===== config.mk =====
export PLATFORM = sky130hd
export DESIGN_NAME = decode_top
export DESIGN_NICKNAME = d
export VERILOG_FILES = /design/src/common/isa_pkg.sv /design/src/common/pipe_pkg.sv /design/src/decoder/id_3r.sv /design/src/decoder/id_2ri12.sv /design/src/decoder/id_select.sv /design/src/logic/id_stage.sv /design/src/logic/decode_top.sv
export VERILOG_INCLUDE_DIRS = /design/src /design/src/common
export SDC_FILE = /design/constraint.sdc
export NUM_CORES = 1
export LEC_CHECK = 0
export BUFFER_PORTS_ARGS = -buffer_cell sky130_fd_sc_hd__buf_4
export CORE_MARGIN = 4
export CORE_UTILIZATION = 30
export CTS_BUF_LIST = sky130_fd_sc_hd__clkbuf_4 sky130_fd_sc_hd__clkbuf_8 sky130_fd_sc_hd__clkbuf_16
export CTS_CLUSTER_SIZE = 20
export DETAILED_ROUTE_END_ITERATION = 8
export SETUP_SLACK_MARGIN = 0.02
export SKIP_CTS_REPAIR_TIMING = 1
export SLEW_MARGIN = 30
export SYNTH_ARGS = -nofsm -noshare
export SYNTH_HDL_FRONTEND = slang
export SYNTH_SLANG_ARGS = --single-unit

===== constraint.sdc =====
create_clock -name clk -period 0.85 [get_ports clk]
set_input_delay 0.0425 -clock clk [delete_from_list [all_inputs] [get_ports clk]]
set_output_delay 0.0425 -clock clk [all_outputs]
set_load 0.005 [all_outputs]

===== src/common/decode_cfg.svh =====
`ifndef DECODE_CFG_SVH
`define DECODE_CFG_SVH

// 3R format, inst[31:15]
`define OP3R_ADDW    17'h00020
`define OP3R_SUBW    17'h00022
`define OP3R_SLT     17'h00024
`define OP3R_SLTU    17'h00025
`define OP3R_NOR     17'h00028
`define OP3R_AND     17'h00029
`define OP3R_OR      17'h0002a
`define OP3R_XOR     17'h0002b
`define OP3R_SLLW    17'h0002e
`define OP3R_SRLW    17'h0002f
`define OP3R_SRAW    17'h00030
`define OP3R_MULW    17'h00038
`define OP3R_MULHW   17'h00039
`define OP3R_MULHWU  17'h0003a
`define OP3R_DIVW    17'h00040
`define OP3R_MODW    17'h00041
`define OP3R_DIVWU   17'h00042
`define OP3R_MODWU   17'h00043
`define OP3R_BREAK   17'h00054
`define OP3R_SYSCALL 17'h00056
`define OP3R_SLLIW   17'h00081
`define OP3R_SRLIW   17'h00089
`define OP3R_SRAIW   17'h00091
`define OP3R_IDLE    17'h00c91
`define OP3R_INVTLB  17'h00c93
`define OP3R_DBAR    17'h070e4
`define OP3R_IBAR    17'h070e5

// 2RI12 format, inst[31:22]
`define OP2RI12_SLTI  10'h008
`define OP2RI12_SLTUI 10'h009
`define OP2RI12_ADDIW 10'h00a
`define OP2RI12_ANDI  10'h00d
`define OP2RI12_ORI   10'h00e
`define OP2RI12_XORI  10'h00f

`define INVTLB_OP_MAX 5'd6

`endif


===== src/common/isa_pkg.sv =====
`default_nettype none

package isa_pkg;

    typedef struct packed {
        logic [16:0] opcode;
        logic [4:0]  rk;     // also ui5 for shift-immediates
        logic [4:0]  rj;
        logic [4:0]  rd;
    } r3_fmt_s;

    typedef struct packed {
        logic [9:0]  opcode;
        logic [11:0] si12;
        logic [4:0]  rj;
        logic [4:0]  rd;
    } ri12_fmt_s;

    // same fetched word, seen by each format decoder
    typedef union packed {
        r3_fmt_s   r3;
        ri12_fmt_s ri12;
    } inst_word_u;

    typedef enum logic [7:0] {
        ALU_NOP, ALU_ADDW, ALU_SUBW, ALU_AND,
        ALU_OR, ALU_XOR, ALU_NOR, ALU_SLT,
        ALU_SLTU, ALU_SLLW, ALU_SRLW, ALU_SRAW,
        ALU_SLLIW, ALU_SRLIW, ALU_SRAIW, ALU_MULW,
        ALU_MULHW, ALU_MULHWU, ALU_DIVW, ALU_DIVWU,
        ALU_MODW, ALU_MODWU, ALU_ADDIW, ALU_SLTI,
        ALU_SLTUI, ALU_ANDI, ALU_ORI, ALU_XORI,
        ALU_BREAK, ALU_SYSCALL, ALU_IDLE, ALU_INVTLB
    } alu_op_e;

    typedef enum logic [2:0] {
        SEL_NOP        = 3'd0,
        SEL_ARITHMETIC = 3'd1,
        SEL_LOGIC      = 3'd2,
        SEL_MUL        = 3'd3,
        SEL_DIV        = 3'd4
    } alu_sel_e;

    // ecode values as in the ESTAT encoding
    typedef enum logic [6:0] {
        EXC_NONE = 7'h00,
        EXC_ADEF = 7'h08,
        EXC_INE  = 7'h0d,
        EXC_IPE  = 7'h0e
    } exc_cause_e;

endpackage

`default_nettype wire


===== src/common/pipe_pkg.sv =====
`default_nettype none

package pipe_pkg;

    typedef struct packed {
        logic [31:0]         pc;
        isa_pkg::inst_word_u inst;
        logic                fetch_exc; // instruction-side fault from fetch
    } fetch_pkt_s;

    typedef struct packed {
        logic [31:0]       pc;
        logic [31:0]       inst;
        logic              reg1_read_en;
        logic [4:0]        reg1_read_addr;
        logic              reg2_read_en;
        logic [4:0]        reg2_read_addr;
        logic              reg_write_en;
        logic [4:0]        reg_write_addr;
        isa_pkg::alu_op_e  aluop;
        isa_pkg::alu_sel_e alusel;
        logic [31:0]       imm;
        logic              is_mul;
        logic              is_div;
        logic              is_privilege;
        logic [4:0]        invtlb_op;
        logic              claim;       // word recognised by this decoder
    } dec_op_s;

    typedef struct packed {
        logic                valid;
        isa_pkg::exc_cause_e cause;
    } exc_s;

endpackage

`default_nettype wire


===== src/decoder/id_3r.sv =====
`timescale 1ns/1ns
`default_nettype none
`include "decode_cfg.svh"

module id_3r (
    input  isa_pkg::inst_word_u inst,
    input  logic [31:0]         pc,
    output pipe_pkg::dec_op_s   op,
    output logic                invtlb_bad
);

    isa_pkg::alu_op_e aluop;
    logic             known;

    // opcode to operation
    always_comb begin
        known = 1'b1;
        case (inst.r3.opcode)
            `OP3R_ADDW:    aluop = isa_pkg::ALU_ADDW;
            `OP3R_SUBW:    aluop = isa_pkg::ALU_SUBW;
            `OP3R_SLT:     aluop = isa_pkg::ALU_SLT;
            `OP3R_SLTU:    aluop = isa_pkg::ALU_SLTU;
            `OP3R_NOR:     aluop = isa_pkg::ALU_NOR;
            `OP3R_AND:     aluop = isa_pkg::ALU_AND;
            `OP3R_OR:      aluop = isa_pkg::ALU_OR;
            `OP3R_XOR:     aluop = isa_pkg::ALU_XOR;
            `OP3R_SLLW:    aluop = isa_pkg::ALU_SLLW;
            `OP3R_SRLW:    aluop = isa_pkg::ALU_SRLW;
            `OP3R_SRAW:    aluop = isa_pkg::ALU_SRAW;
            `OP3R_MULW:    aluop = isa_pkg::ALU_MULW;
            `OP3R_MULHW:   aluop = isa_pkg::ALU_MULHW;
            `OP3R_MULHWU:  aluop = isa_pkg::ALU_MULHWU;
            `OP3R_DIVW:    aluop = isa_pkg::ALU_DIVW;
            `OP3R_MODW:    aluop = isa_pkg::ALU_MODW;
            `OP3R_DIVWU:   aluop = isa_pkg::ALU_DIVWU;
            `OP3R_MODWU:   aluop = isa_pkg::ALU_MODWU;
            `OP3R_BREAK:   aluop = isa_pkg::ALU_BREAK;
            `OP3R_SYSCALL: aluop = isa_pkg::ALU_SYSCALL;
            `OP3R_SLLIW:   aluop = isa_pkg::ALU_SLLIW;
            `OP3R_SRLIW:   aluop = isa_pkg::ALU_SRLIW;
            `OP3R_SRAIW:   aluop = isa_pkg::ALU_SRAIW;
            `OP3R_IDLE:    aluop = isa_pkg::ALU_IDLE;
            `OP3R_INVTLB:  aluop = isa_pkg::ALU_INVTLB;
            `OP3R_DBAR,
            `OP3R_IBAR:    aluop = isa_pkg::ALU_NOP; // in-order core, barriers do nothing
            default: begin
                aluop = isa_pkg::ALU_NOP;
                known = 1'b0;
            end
        endcase
    end

    // operation to class, operands and flags
    always_comb begin
        op        = '0;
        op.pc     = pc;
        op.inst   = inst;
        op.aluop  = aluop;
        op.alusel = isa_pkg::SEL_NOP;
        op.claim  = known;
        case (aluop)
            isa_pkg::ALU_ADDW, isa_pkg::ALU_SUBW, isa_pkg::ALU_SLT, isa_pkg::ALU_SLTU,
            isa_pkg::ALU_SLLW, isa_pkg::ALU_SRLW, isa_pkg::ALU_SRAW: begin
                op.alusel       = isa_pkg::SEL_ARITHMETIC;
                op.reg1_read_en = 1'b1;
                op.reg2_read_en = 1'b1;
                op.reg_write_en = 1'b1;
            end
            isa_pkg::ALU_AND, isa_pkg::ALU_OR, isa_pkg::ALU_XOR, isa_pkg::ALU_NOR: begin
                op.alusel       = isa_pkg::SEL_LOGIC;
                op.reg1_read_en = 1'b1;
                op.reg2_read_en = 1'b1;
                op.reg_write_en = 1'b1;
            end
            isa_pkg::ALU_SLLIW, isa_pkg::ALU_SRLIW, isa_pkg::ALU_SRAIW: begin
                op.alusel       = isa_pkg::SEL_ARITHMETIC;
                op.reg1_read_en = 1'b1;
                op.reg_write_en = 1'b1;
                op.imm          = {27'd0, inst.r3.rk}; // ui5
            end
            isa_pkg::ALU_MULW, isa_pkg::ALU_MULHW, isa_pkg::ALU_MULHWU: begin
                op.alusel       = isa_pkg::SEL_MUL;
                op.reg1_read_en = 1'b1;
                op.reg2_read_en = 1'b1;
                op.reg_write_en = 1'b1;
                op.is_mul       = 1'b1;
            end
            isa_pkg::ALU_DIVW, isa_pkg::ALU_DIVWU, isa_pkg::ALU_MODW, isa_pkg::ALU_MODWU: begin
                op.alusel       = isa_pkg::SEL_DIV;
                op.reg1_read_en = 1'b1;
                op.reg2_read_en = 1'b1;
                op.reg_write_en = 1'b1;
                op.is_div       = 1'b1;
            end
            isa_pkg::ALU_IDLE: begin
                op.is_privilege = 1'b1;
            end
            isa_pkg::ALU_INVTLB: begin
                op.is_privilege = 1'b1;
                op.reg1_read_en = 1'b1; // asid
                op.reg2_read_en = 1'b1; // va
                op.invtlb_op    = inst.r3.rd;
            end
            default: begin
                op.alusel = isa_pkg::SEL_NOP; // break, syscall, barriers
            end
        endcase
        op.reg1_read_addr = op.reg1_read_en ? inst.r3.rj : 5'd0;
        op.reg2_read_addr = op.reg2_read_en ? inst.r3.rk : 5'd0;
        op.reg_write_addr = op.reg_write_en ? inst.r3.rd : 5'd0;
    end

    assign invtlb_bad = (inst.r3.opcode == `OP3R_INVTLB) && (inst.r3.rd > `INVTLB_OP_MAX);

endmodule

`default_nettype wire


===== src/decoder/id_2ri12.sv =====
`timescale 1ns/1ns
`default_nettype none
`include "decode_cfg.svh"

module id_2ri12 (
    input  isa_pkg::inst_word_u inst,
    input  logic [31:0]         pc,
    output pipe_pkg::dec_op_s   op
);

    isa_pkg::alu_op_e aluop;
    logic             known;
    logic             sext;  // signed immediate, arithmetic class

    always_comb begin
        known = 1'b1;
        sext  = 1'b0;
        case (inst.ri12.opcode)
            `OP2RI12_ADDIW: begin
                aluop = isa_pkg::ALU_ADDIW;
                sext  = 1'b1;
            end
            `OP2RI12_SLTI: begin
                aluop = isa_pkg::ALU_SLTI;
                sext  = 1'b1;
            end
            `OP2RI12_SLTUI: begin
                aluop = isa_pkg::ALU_SLTUI;
                sext  = 1'b1; // compare is unsigned, imm still sign-extended
            end
            `OP2RI12_ANDI:  aluop = isa_pkg::ALU_ANDI;
            `OP2RI12_ORI:   aluop = isa_pkg::ALU_ORI;
            `OP2RI12_XORI:  aluop = isa_pkg::ALU_XORI;
            default: begin
                aluop = isa_pkg::ALU_NOP;
                known = 1'b0;
            end
        endcase
    end

    always_comb begin
        op        = '0;
        op.pc     = pc;
        op.inst   = inst;
        op.aluop  = aluop;
        op.alusel = isa_pkg::SEL_NOP;
        op.claim  = known;
        if (known) begin
            op.reg1_read_en   = 1'b1;
            op.reg1_read_addr = inst.ri12.rj;
            op.reg_write_en   = 1'b1;
            op.reg_write_addr = inst.ri12.rd;
            if (sext) begin
                op.alusel = isa_pkg::SEL_ARITHMETIC;
                op.imm    = {{20{inst.ri12.si12[11]}}, inst.ri12.si12};
            end else begin
                op.alusel = isa_pkg::SEL_LOGIC;
                op.imm    = {20'd0, inst.ri12.si12};
            end
        end
    end

endmodule

`default_nettype wire


===== src/decoder/id_select.sv =====
`timescale 1ns/1ns
`default_nettype none

module id_select (
    input  pipe_pkg::dec_op_s op_3r,
    input  pipe_pkg::dec_op_s op_2ri12,
    input  logic              invtlb_bad,
    input  logic              fetch_exc,
    input  logic [1:0]        plv,
    output pipe_pkg::dec_op_s op,
    output pipe_pkg::exc_s    exc
);

    pipe_pkg::dec_op_s sel;

    // formats are disjoint, at most one claims
    always_comb begin
        if (op_3r.claim) begin
            sel = op_3r;
        end else if (op_2ri12.claim) begin
            sel = op_2ri12;
        end else begin
            sel        = '0;
            sel.pc     = op_3r.pc;
            sel.inst   = op_3r.inst;
            sel.aluop  = isa_pkg::ALU_NOP;
            sel.alusel = isa_pkg::SEL_NOP;
        end
    end

    always_comb begin
        exc.valid = 1'b1;
        if (sel.pc[1:0] != 2'b00 || fetch_exc) begin
            exc.cause = isa_pkg::EXC_ADEF;
        end else if (!sel.claim || invtlb_bad) begin
            exc.cause = isa_pkg::EXC_INE;
        end else if (sel.is_privilege && plv != 2'd0) begin
            exc.cause = isa_pkg::EXC_IPE;
        end else begin
            exc.valid = 1'b0;
            exc.cause = isa_pkg::EXC_NONE;
        end
    end

    always_comb begin
        op = sel;
        if (exc.valid) begin
            op.reg_write_en = 1'b0; // faulting op must not retire a write
        end
    end

endmodule

`default_nettype wire


===== src/logic/id_stage.sv =====
`timescale 1ns/1ns
`default_nettype none

module id_stage (
    input  logic              clk,
    input  logic              rst_n,
    input  logic              in_valid,
    input  logic              flush,
    input  pipe_pkg::dec_op_s in_op,
    input  pipe_pkg::exc_s    in_exc,
    output logic              out_valid,
    output pipe_pkg::dec_op_s out_op,
    output pipe_pkg::exc_s    out_exc
);

    logic take;

    assign take = in_valid && !flush;

    always_ff @(posedge clk or negedge rst_n) begin
        if (!rst_n) begin
            out_valid <= 1'b0;
        end else begin
            out_valid <= take; // one-cycle strobe
        end
    end

    // held between strobes
    always_ff @(posedge clk or negedge rst_n) begin
        if (!rst_n) begin
            out_op  <= '0;
            out_exc <= '0;
        end else if (take) begin
            out_op  <= in_op;
            out_exc <= in_exc;
        end
    end

endmodule

`default_nettype wire


===== src/logic/decode_top.sv =====
`timescale 1ns/1ns
`default_nettype none

module decode_top (
    input  logic                 clk,
    input  logic                 rst_n,
    input  logic                 if_valid,
    input  logic                 flush,
    input  pipe_pkg::fetch_pkt_s if_pkt,
    input  logic [1:0]           plv,
    output logic                 id_valid,
    output pipe_pkg::dec_op_s    id_op,
    output pipe_pkg::exc_s       id_exc
);

    pipe_pkg::dec_op_s op_3r;
    pipe_pkg::dec_op_s op_2ri12;
    pipe_pkg::dec_op_s dec_op;
    pipe_pkg::exc_s    dec_exc;
    logic              invtlb_bad;

    id_3r i_id_3r (
        .inst       (if_pkt.inst),
        .pc         (if_pkt.pc),
        .op         (op_3r),
        .invtlb_bad (invtlb_bad)
    );

    id_2ri12 i_id_2ri12 (
        .inst (if_pkt.inst),
        .pc   (if_pkt.pc),
        .op   (op_2ri12)
    );

    id_select i_id_select (
        .op_3r      (op_3r),
        .op_2ri12   (op_2ri12),
        .invtlb_bad (invtlb_bad),
        .fetch_exc  (if_pkt.fetch_exc),
        .plv        (plv),
        .op         (dec_op),
        .exc        (dec_exc)
    );

    id_stage i_id_stage (
        .clk       (clk),
        .rst_n     (rst_n),
        .in_valid  (if_valid),
        .flush     (flush),
        .in_op     (dec_op),
        .in_exc    (dec_exc),
        .out_valid (id_valid),
        .out_op    (id_op),
        .out_exc   (id_exc)
    );

endmodule

`default_nettype wire


==> out/qor.csv, run 1 <==
metric,value,unit
synthArstFlopShare,1.00,
firstDrtPassIters,6,
clock_skew,0,ns
p_sw,4.52,mW
drc,0,
hold_path.class,primary input to register,
yosys.area.top_type,dfrtp_1,
ctsHtreeMaxLevel,4,
finalSetupViolCount,189,
synth-edff-count,0,
rsz0062_at_grt,true,
finalCritPeriodShare,2.71,
yosysWarnings,0,
avgSynthCellArea,8.71,um2
min_period,2.30,ns
synth_ff_type,dfrtp_1,
die_h,147,um
drive_above_1_share,0.482,
clockPowerShare,0.423,
cts.sinks,117,
cts_buffer_depth,2,
peakVddDrop,1270,uV
layout_commonest_cell,buf_4,
place_ws,-1.99,ns
drt-wirelength-per-cell,16.6,um
cts_tree,done,
startpoint_type,primary input,
gp_congestion,0.897,
drt-initial-drc-count,283,
synth.area.top_cells,"dfrtp_1 (50%), nand2_1 (16%), buf_4 (3.4%)",
required,1.18,ns
antenna_found_initial,0,
drtAntennaViolNets,0,
worst_slack,-1.45,ns
max_slew.worst_pin.slew,0.648,ns
vias_per_cell,4.70,
powerDensity,1500,nW/um2
syn-instance-count,668,
final_cell_mix,"buf_4 (273), nand2_1 (244), buf_6 (132)",
drt-total-wl,22700,um
path_clk_slew,0.06,ns
power_frac_comb,0.196,
violations,"hold timing, setup timing",
crit_arrival,2.63,ns
pin_count,214,
initial_core_util,0.308,
ys_seq_elements,117,
hold_depth,3,
first_global_vias,5827,
maxCapViolCount,0,
slew_violations,0,
swShare,0.271,
whs,-0.0593,ns
path_max_fanout,6,
cts_buffers,17,
nNetsFinal,1169,
hpwlAfterDp,15700,um
r2r_cells,3,
die_x,147,um
finalHoldViolCount,3,
power.leakage,5.52,nW
cp-end-kind,register,
vias,6449,
grt_pass1_wl,31700,um
cts_root_buf,clkbuf_16,
grt_usage,0.183,
syn-cell-area,5820,um2
p_int,12.1,mW
outcome,"complete, but fails checks",
yosysSeqAreaShare,0.503,
critPathKind,primary input to register,
p_seq_frac,0.381,
diodes,0,
gr-total-overflow,0,
rows,50,
clk_latency,0.41,ns
synthToLayoutAreaGrowth,91.2,%
synth.top_cell.area_share,0.503,
max_freq,435,MHz
grt_max_degree,60,
synth_cell_types,66,
port_buffers,207,
core_area,18900,um2
slew_headroom,0.562,
die-area,21700,um2
[registers in the layout, indices dropped and copies added, names as in the netlist]
name and cells:
i_id_stage.out_op 112, i_id_stage.out_exc 4, i_id_stage.out_valid 1
[layout make-up]
class,count,area (um2)
Fill cell,1616,7770
Timing Repair Buffer,470,4290
Multi-Input combinational cell,489,2990
Sequential cell,117,2930
Clock buffer,18,439
Tap cell,260,325
Clock inverter,14,143
Inverter,3,11.3
[critical path: stages]
cell,delay (ns)
buf_6,0.09
or4b_4,0.56
or4_4,0.51
a21o_1,0.20
a22oi_4,0.26
a211o_4,0.16
nand2_2,0.06
o311a_1,0.31
and3_4,0.23
o31ai_4,0.22
[path summary, 6_finish.rpt]
check,startpoint,to,slack (ns)
setup / recovery,if_pkt[19],i_id_stage.out_op[65],-1.45
min in group asynchronous,rst_n,i_id_stage.out_op[128],0.18
hold reg to reg,i_id_stage.out_op[19],i_id_stage.out_op[19],0.49
hold / removal,if_pkt[0],i_id_stage.out_exc[2],-0.06
setup reg to reg,i_id_stage.out_op[39],i_id_stage.out_op[39],-0.07
max in group asynchronous,rst_n,i_id_stage.out_op[129],0.11
[metal layers]
layer,part of all wire,track usage,vias up
met5,0,0,-
met4,0.013,0.0447,0
met3,0.060,0.0457,24
met2,0.50,0.302,203
met1,0.43,0.242,3096
li1,-,-,3126
[cells by family after synthesis]
family / after synthesis / synth area share
simple gates: 361 / 0.278
compound gates: 118 / 0.150
flops: 117 / 0.503
buf+inv: 67 / 0.0617
xor+xnor: 2 / 0.00301
mux: 2 / 0.00365
other cells: 1 / 0.000644
[Yosys cell counts (6+ instances only)]
cell      instances
nand4_1           7
nand2b_1          7
o31ai_2          11
and3_1            6
nor4_1            6
a21oi_1          13
a211oi_1          6
nand3_1          15
nor3_1           14
o21ai_0          33
dfrtp_1         117
clkbuf_1         33
a22o_1            6
buf_4            26
nor2_1           17
nand2_1         248
[power by group through the flow]
stage | registers (mW) | clock network [mW] | logic, mW
3_3_place_gp | 6.34 | 0 | 2.47
5_1_grt | 6.39 | 7.53 | 3.55
2_1_floorplan | 6.37 | 0 | 0.847
6_report | 6.34 | 7.06 | 3.26
4_1_cts | 6.25 | 7.26 | 2.49
3_5_place_dp | 6.34 | 0 | 2.49
[through the flow]
step | cells | setup TNS (ns) | power [mW] | cell area, um2 | utilization
finish | 1371 | -74.87 | 16.7 | 11100 | 0.589
global route | 1371 | -84.32 | 17.5 | 11100 | 0.589
CTS | 1255 | -79.01 | 16.0 | 9310 | 0.493
detailed placement | 1223 | -89.28 | 8.83 | 8730 | 0.462
global placement | 1223 | -90.13 | 8.80 | 8730 | 0.462
floorplan | 673 | -54.12 | 7.22 | 6170 | -
No activity file was read; power rests on OpenSTA's default activity.
==> run 2, diff against run 1 <==
--- a/config.mk
+++ b/config.mk
@@ -12,6 +12,7 @@
 export CTS_BUF_LIST = sky130_fd_sc_hd__clkbuf_4 sky130_fd_sc_hd__clkbuf_8 sky130_fd_sc_hd__clkbuf_16
 export CTS_CLUSTER_SIZE = 20
 export DETAILED_ROUTE_END_ITERATION = 8
+export GPL_TIMING_DRIVEN = 1
 export SETUP_SLACK_MARGIN = 0.02
 export SKIP_CTS_REPAIR_TIMING = 1
 export SLEW_MARGIN = 30
==> constraint.sdc (replaced) <==
create_clock -name clk -period 2.7 [get_ports clk]
set_input_delay 0.135 -clock clk [delete_from_list [all_inputs] [get_ports clk]]
set_output_delay 0.135 -clock clk [all_outputs]
set_load 0.005 [all_outputs]
==> run 2 against run 1 <==
The run ends with hold timing left. Count of clock-buffer cells in the layout down 1. Worst setup slack better by 1.6 ns. Core utilization down 9.8 points. Via count down 7.9%. Total power down 69%. Cell area down 17%. Die area unchanged. Largest power group unchanged. Register-to-register slack better by 1.8 ns. Worst hold slack better by 0.030 ns. Routed wire length down 10%. Sequential power down 69%. Clock power down 66%.
==> out/qor.csv, run 2 (same netlist as run 1, synthesis figures left out) <==
metric,value,unit,change
grt_max_degree,73,,was 60
cts_buffers,17,,unchanged
diodes,0,,unchanged
hold_path.class,primary input to register,,unchanged
nNetsFinal,1051,,was 1169
rows,50,,unchanged
cts_root_buf,clkbuf_16,,unchanged
cp-end-kind,register,,unchanged
slowest_delay,0.57,ns,was 0.56 ns
min_delay_worst_endpoint,i_id_stage.out_op[75],,was i_id_stage.out_exc[2]
gr-total-overflow,0,,unchanged
r2r-end,i_id_stage.out_op[39],,unchanged
top_register,i_id_stage.out_op,,unchanged
met3_usage,0.0500,,was 0.0457
min_from,if_pkt[6],,was if_pkt[0]
clk_latency,0.42,ns,was 0.41 ns
port_buffers,207,,unchanged
slew_violations,0,,unchanged
initial_core_util,0.308,,unchanged
grt_pass1_wl,31100,um,was 31700 um
r2r_cells,2,,was 3
layout_commonest_cell,buf_4,,unchanged
path_max_fanout,6,,unchanged
finalCritPeriodShare,0.941,,
ctsHtreeMaxLevel,4,,unchanged
grt_usage,0.179,,was 0.183
drtAntennaViolNets,0,,unchanged
crit_chain,buf_4 -> or4b_4 -> or4_4 -> a21o_1 -> a22oi_4 -> a211o_4 -> nand2_2 -> o311a_1 -> and3_1 -> buf_12 -> o31ai_2,,was buf_6 -> or4b_4 -> or4_4 -> a21o_1 -> a22oi_4 -> a211o_4 -> nand2_2 -> o311a_1 -> and3_4 -> o31ai_4
drive_above_1_share,0.370,,was 0.482
outcome,"complete, but fails checks",,unchanged
p_int,3.85,mW,was 12.1 mW
grt_use_met2,0.284,,was 0.302
whs,-0.0296,ns,was -0.0593 ns
cts.sinks,117,,unchanged
vias,5940,,was 6449
busiest_layer,met2,,unchanged
max_freq,393,MHz,
slew_headroom,0.451,,was 0.562
r2r_setup_slack,1.73,ns,was -0.07 ns
fillCellCount,1843,,was 1616
maxCapViolCount,0,,unchanged
swShare,0.254,,was 0.271
required,3.03,ns,was 1.18 ns
drt-initial-drc-count,271,,was 283
fin_cells,1252,,was 1371
finalSetupViolCount,0,,was 189
power_frac_comb,0.149,,was 0.196
finalHoldViolCount,1,,was 3
clockPowerShare,0.469,,was 0.423
firstDrtPassIters,6,,unchanged
die_x,147,um,unchanged
core_area,18900,um2,unchanged
numPlacedInstances,1176,,was 1223
min_period,2.54,ns,
die-area,21700,um2,unchanged
p_seq_frac,0.382,,was 0.381
clock_skew,0,ns,unchanged
vias_per_cell,4.74,,was 4.70
powerDensity,556,nW/um2,was 1500 nW/um2
crit_arrival,2.87,ns,was 2.63 ns
cts_tree,done,,unchanged
drt-wirelength-per-cell,16.3,um,was 16.6 um
max_slew.worst_pin.slew,0.824,ns,was 0.648 ns
fin_total_pwr,5.16,mW,was 16.7 mW
hpwlAfterDp,14600,um,was 15700 um
die_h,147,um,unchanged
gp_congestion,0.928,,was 0.897
power.leakage,4.69,nW,was 5.52 nW
cts_buffer_depth,2,,unchanged
final_cell_mix,"buf_4 (303), nand2_1 (248), dfrtp_1 (117)",,"was buf_4 (273), nand2_1 (244), buf_6 (132)"
r2r-start,i_id_stage.out_op[39],,unchanged
hold_depth,3,,unchanged
rsz0062_at_grt,false,,was true
antenna_found_initial,0,,unchanged
synthToLayoutAreaGrowth,59.4,%,was 91.2%
met1_usage,0.243,,was 0.242
pin_count,214,,unchanged
largestRegisters,"i_id_stage.out_op (112), i_id_stage.out_exc (4), i_id_stage.out_valid (1)",,unchanged
first_global_vias,5696,,was 5827
p_sw,1.31,mW,was 4.52 mW
peakVddDrop,434,uV,was 1270 uV
drt-total-wl,20400,um,was 22700 um
largest_register_ffs,112,,unchanged
critPathKind,primary input to register,,unchanged
startpoint_type,primary input,,unchanged
drc,0,,unchanged
path_clk_slew,0.06,ns,about the same
violations,hold timing,,"was hold timing, setup timing"
crit_slowest_cell,or4b_4,,unchanged
==> run 2: power by group through the flow <==
stage / Sequential, mW / Combinational [mW] / Clock, mW
after detailed placement: 2.00 / 0.717 / 0
after CTS: 1.97 / 0.719 / 2.46
after floorplan: 2.01 / 0.230 / 0
final: 1.97 / 0.768 / 2.42
after global routing: 1.99 / 0.847 / 2.54
after global placement: 2.00 / 0.713 / 0
==> run 2: layout make-up <==
type | count | area (um2) | share of cell area
Sequential cell | 117 | 2930 | 0.316
Timing Repair Buffer | 352 | 2810 | 0.302
Multi-Input combinational cell | 489 | 2580 | 0.278
Clock buffer | 17 | 425 | 0.0459
Tap cell | 260 | 325 | 0.0351
Clock inverter | 14 | 199 | 0.0214
Inverter | 3 | 11.3 | 0.00121
==> run 2: how the worst max path moves through the flow <==
stage	slack [ns]	depth (start not counted)	startpoint	to
after floorplan	0.02	10	if_pkt[19]	i_id_stage.out_op[64]
after global placement	-0.30	10	if_pkt[19]	i_id_stage.out_op[63]
after detailed placement	-0.32	10	if_pkt[19]	i_id_stage.out_op[63]
after CTS	0.11	10	if_pkt[19]	i_id_stage.out_op[63]
after global routing	0.05	15	if_pkt[19]	i_id_stage.out_op[69]
final	0.16	11	if_pkt[19]	i_id_stage.out_op[65]
==> run 2: layer usage <==
layer | share of wire | wire length [um]
met4 | 0.012 | 247
met5 | 0 | 0
met1 | 0.46 | 9290
met2 | 0.46 | 9410
met3 | 0.072 | 1470
==> run 2: critical path: cells and delay by family <==
kind / cells / cell delay, ns
compound gates: 5 / 1.11
buf+inv: 2 / 0.26
simple gates: 4 / 1.36
==> run 2: metrics by stage <==
step / setup slack [ns] / area [um2] / util / setup TNS (ns)
final: 0.158 / 9280 / 0.491 / 0
after global routing: 0.0544 / 9280 / 0.491 / 0
after CTS: 0.114 / 8810 / 0.466 / 0
after detailed placement: -0.323 / 8190 / 0.433 / -5.84
after global placement: -0.295 / 8190 / 0.433 / -5.37
after floorplan: 0.0245 / 5850 / - / 0
==> run 3, diff against run 2 <==
--- a/config.mk
+++ b/config.mk
@@ -13,9 +13,11 @@
 export CTS_CLUSTER_SIZE = 20
 export DETAILED_ROUTE_END_ITERATION = 8
 export GPL_TIMING_DRIVEN = 1
+export MAX_ROUTING_LAYER = met4
 export SETUP_SLACK_MARGIN = 0.02
 export SKIP_CTS_REPAIR_TIMING = 1
 export SLEW_MARGIN = 30
 export SYNTH_ARGS = -nofsm -noshare
 export SYNTH_HDL_FRONTEND = slang
+export SYNTH_HIERARCHICAL = 1
 export SYNTH_SLANG_ARGS = --single-unit
==> run 3 against run 2 <==
The flow now finishes without violations. Largest cell class is now multi-input gates. Non-clock buffer count is 47 lower. Sequential share of layout area is 2.8 points lower. Largest power group unchanged. Sequential power is 21% higher. Critical path depth is 1 higher. Fmax is 1.9% higher. Core utilization is 12 points lower. Count of clock-buffer cells in the layout is 3 higher. Final cell count is 19% higher.
==> out/qor.csv, run 3 <==
metric,value,unit,change
grt_usage,0.142,,was 0.179
grt_max_degree,87,,was 73
synth.top_cell.area_share,0.349,,was 0.503
crit_chain,buf_4 -> buf_4 -> nor2_1 -> and3_1 -> a31oi_1 -> nor3_1 -> a311oi_1 -> nand3b_1 -> nor2b_4 -> buf_12 -> mux2_4 -> mux2_4,,was buf_4 -> or4b_4 -> or4_4 -> a21o_1 -> a22oi_4 -> a211o_4 -> nand2_2 -> o311a_1 -> and3_1 -> buf_12 -> o31ai_2
max_slew.worst_pin.slew,0.587,ns,was 0.824 ns
path_clk_slew,0.06,ns,about the same
slew_headroom,0.608,,was 0.451
cp_top_family,simple AND/OR/NAND/NOR gates,,unchanged
yosysMostFrequentCell,buf_4,,was nand2_1
syn-instance-count,920,,was 668
powerDensity,483,nW/um2,was 556 nW/um2
synthSimpleGateAreaFrac,0.108,,was 0.278
yosys.area.top_type,dfrtp_1,,unchanged
layout_commonest_cell,buf_4,,unchanged
clk_latency,0.42,ns,about the same
worst_slack,0.205,ns,was 0.158 ns
drive_above_1_share,0.559,,was 0.370
synthAdderAreaFrac,0.000977,,was 0
syn-cell-area,10200,um2,was 5820 um2
cts_root_buf,clkbuf_16,,unchanged
hpwlAfterDp,18600,um,was 14600 um
peakVddDrop,410,uV,was 434 uV
drt-wirelength-per-cell,17.3,um,was 16.3 um
power.leakage,6.06,nW,was 4.69 nW
ys_seq_elements,143,,was 117
ctsHtreeMaxLevel,4,,unchanged
gp_congestion,0.855,,was 0.928
cts_buffer_depth,2,,unchanged
core_area,33600,um2,was 18900 um2
crit_arrival,2.80,ns,was 2.87 ns
ys_top_cells_by_count,"buf_4 (207), dfrtp_1 (143), mux2_2 (137)",,"was nand2_1 (248), dfrtp_1 (117), clkbuf_1 (33), o21ai_0 (33), buf_4 (26)"
synthArstFlopShare,1.00,,unchanged
finalSetupViolCount,0,,unchanged
outcome,"finished, final reports clean",,"was complete, but fails checks"
cts_tree,done,,unchanged
final_cell_mix,"buf_4 (293), dfrtp_1 (143), mux2_4 (132)",,"was buf_4 (303), nand2_1 (248), dfrtp_1 (117)"
path_max_fanout,86,,was 6
cp-end-kind,register,,unchanged
fin_cells,1495,,was 1252
initial_core_util,0.305,,was 0.308
min_period,2.50,ns,was 2.54 ns
drc,0,,unchanged
hold_path.class,primary input to register,,unchanged
clock_skew,0,ns,unchanged
grt_pass1_wl,40000,um,was 31100 um
numPlacedInstances,1461,,was 1176
largest_register_ffs,134,,was 112
maxCapViolCount,0,,unchanged
synth.area.top_cells,"dfrtp_1 (35%), buf_4 (15%), mux2_2 (15%)",,"was dfrtp_1 (50%), nand2_1 (16%), buf_4 (3.4%)"
slew_violations,0,,unchanged
synthToLayoutAreaGrowth,21.5,%,was 59.4%
synthXorXnorAreaFrac,0.00427,,was 0.00301
synth-compound-area-share,0.0865,,was 0.150
die-area,37200,um2,was 21700 um2
firstDrtPassIters,4,,was 6
fin_total_pwr,6.01,mW,was 5.16 mW
synth_cell_types,72,,was 66
fin_util,0.370,,was 0.491
drt-initial-drc-count,221,,was 271
first_global_vias,6757,,was 5696
drtAntennaViolNets,0,,unchanged
synth_ff_type,dfrtp_1,,unchanged
drt-total-wl,25900,um,was 20400 um
largestRegisters,"i_id_stage/out_op (134), i_id_stage/out_exc (8), i_id_stage/out_valid (1)",,"was i_id_stage.out_op (112), i_id_stage.out_exc (4), i_id_stage.out_valid (1)"
max_freq,401,MHz,was 393 MHz
vias,6512,,was 5940
port_buffers,213,,was 207
gr-total-overflow,0,,unchanged
cts.sinks,143,,was 117
die_h,193,um,was 147 um
r2r_setup_slack,1.91,ns,was 1.73 ns
crit_slowest_cell,buf_12,,was or4b_4
pin_count,214,,unchanged
synth-edff-count,0,,unchanged
muxShareOfSynthArea,0.254,,was 0.00365
rsz0062_at_grt,false,,unchanged
antenna_found_initial,0,,unchanged
finalCritPeriodShare,0.924,,was 0.941
required,3.01,ns,was 3.03 ns
avgSynthCellArea,11.1,um2,was 8.71 um2
crit_buf_inv,3,,was 2
top_register,i_id_stage/out_op,,was i_id_stage.out_op
yosysWarnings,6,,was 0
synth_top_family_by_area,multiplexers,,was simple AND/OR/NAND/NOR gates
place_ws,-0.245,ns,was -0.323 ns
nNetsFinal,1104,,was 1051
vias_per_cell,4.36,,was 4.74
rows,67,,was 50
critPathKind,primary input to register,,unchanged
slowest_delay,0.41,ns,was 0.57 ns
die_x,193,um,was 147 um
startpoint_type,primary input,,unchanged
cts_buffers,17,,unchanged
finalHoldViolCount,0,,was 1
yosysSeqAreaShare,0.349,,was 0.503
==> run 3: cell count changes after synthesis, sizes merged, moves of 10 or more <==
cell	delta
buf	+219
nor3	+23
o21ai	-27
inv	+27
and2	+15
clkbuf	-24
nand2	-237
nor2	+10
o31ai	-15
dfrtp	+26
mux2	+205
a22o	+61
==> run 3: final timing paths <==
kind	startpoint	endpoint	depth (start not counted)
setup / recovery	if_pkt[27]	i_id_stage/out_op[84]	12
hold reg to reg	i_id_stage/out_op[111]	i_id_stage/out_op[111]	1
max in group asynchronous	rst_n	i_id_stage/out_op[124]	3
setup reg to reg	i_id_stage/out_op[78]	i_id_stage/out_op[78]	1
min in group asynchronous	rst_n	i_id_stage/out_op[130]	2
hold / removal	if_pkt[37]	i_id_stage/out_op[106]	3
==> run 3: kinds of logic after synthesis <==
family,after synthesis
flops,143
buf+inv,289
other cells,3
simple gates,163
mux,208
compound gates,108
xor+xnor,5
fa+ha+maj,1
==> run 3: cell type report <==
cell class / count / area (um2)
clock inverters: 12 / 184
diodes: 1 / 2.50
fillers: 3302 / 21200
flip-flops and latches: 143 / 3580
inverters: 30 / 113
multi-input cells: 536 / 5130
repair buffers: 305 / 2420
well taps: 448 / 561
clock buffers: 20 / 454
==> run 3: metal layers <==
layer | share of wire | up-vias | track usage
li1 | - | 3220 | -
met1 | 0.45 | 3117 | 0.179
met2 | 0.45 | 166 | 0.219
met3 | 0.084 | 9 | 0.0528
met4 | 0.0079 | 0 | 0.0302
met5 | 0 | - | -
==> run 3: worst min-delay path, delay by kind of cell <==
family / cells / cell delay [ns]
mux: 2 / 0.24
buf+inv: 1 / 0.08
==> run 3: per-stage QoR <==
step                      cell area (um2)  TNS, ns  hold WS [ns]
after floorplan                     10800    -8.64        -0.161
after global placement              11800    -7.26         0.166
after detailed placement            11800   -10.71         0.159
after CTS                           12400        0        -0.310
after global routing                12400        0        0.0363
final                               12400        0        0.0666
==> run 3: power by group <==
part           internal, mW  switching [mW]  total (mW)
registers              2.30          0.0953        2.39
logic                 0.629           0.397        1.03
clock network          1.60           0.990        2.59
total                  4.53            1.48        6.01
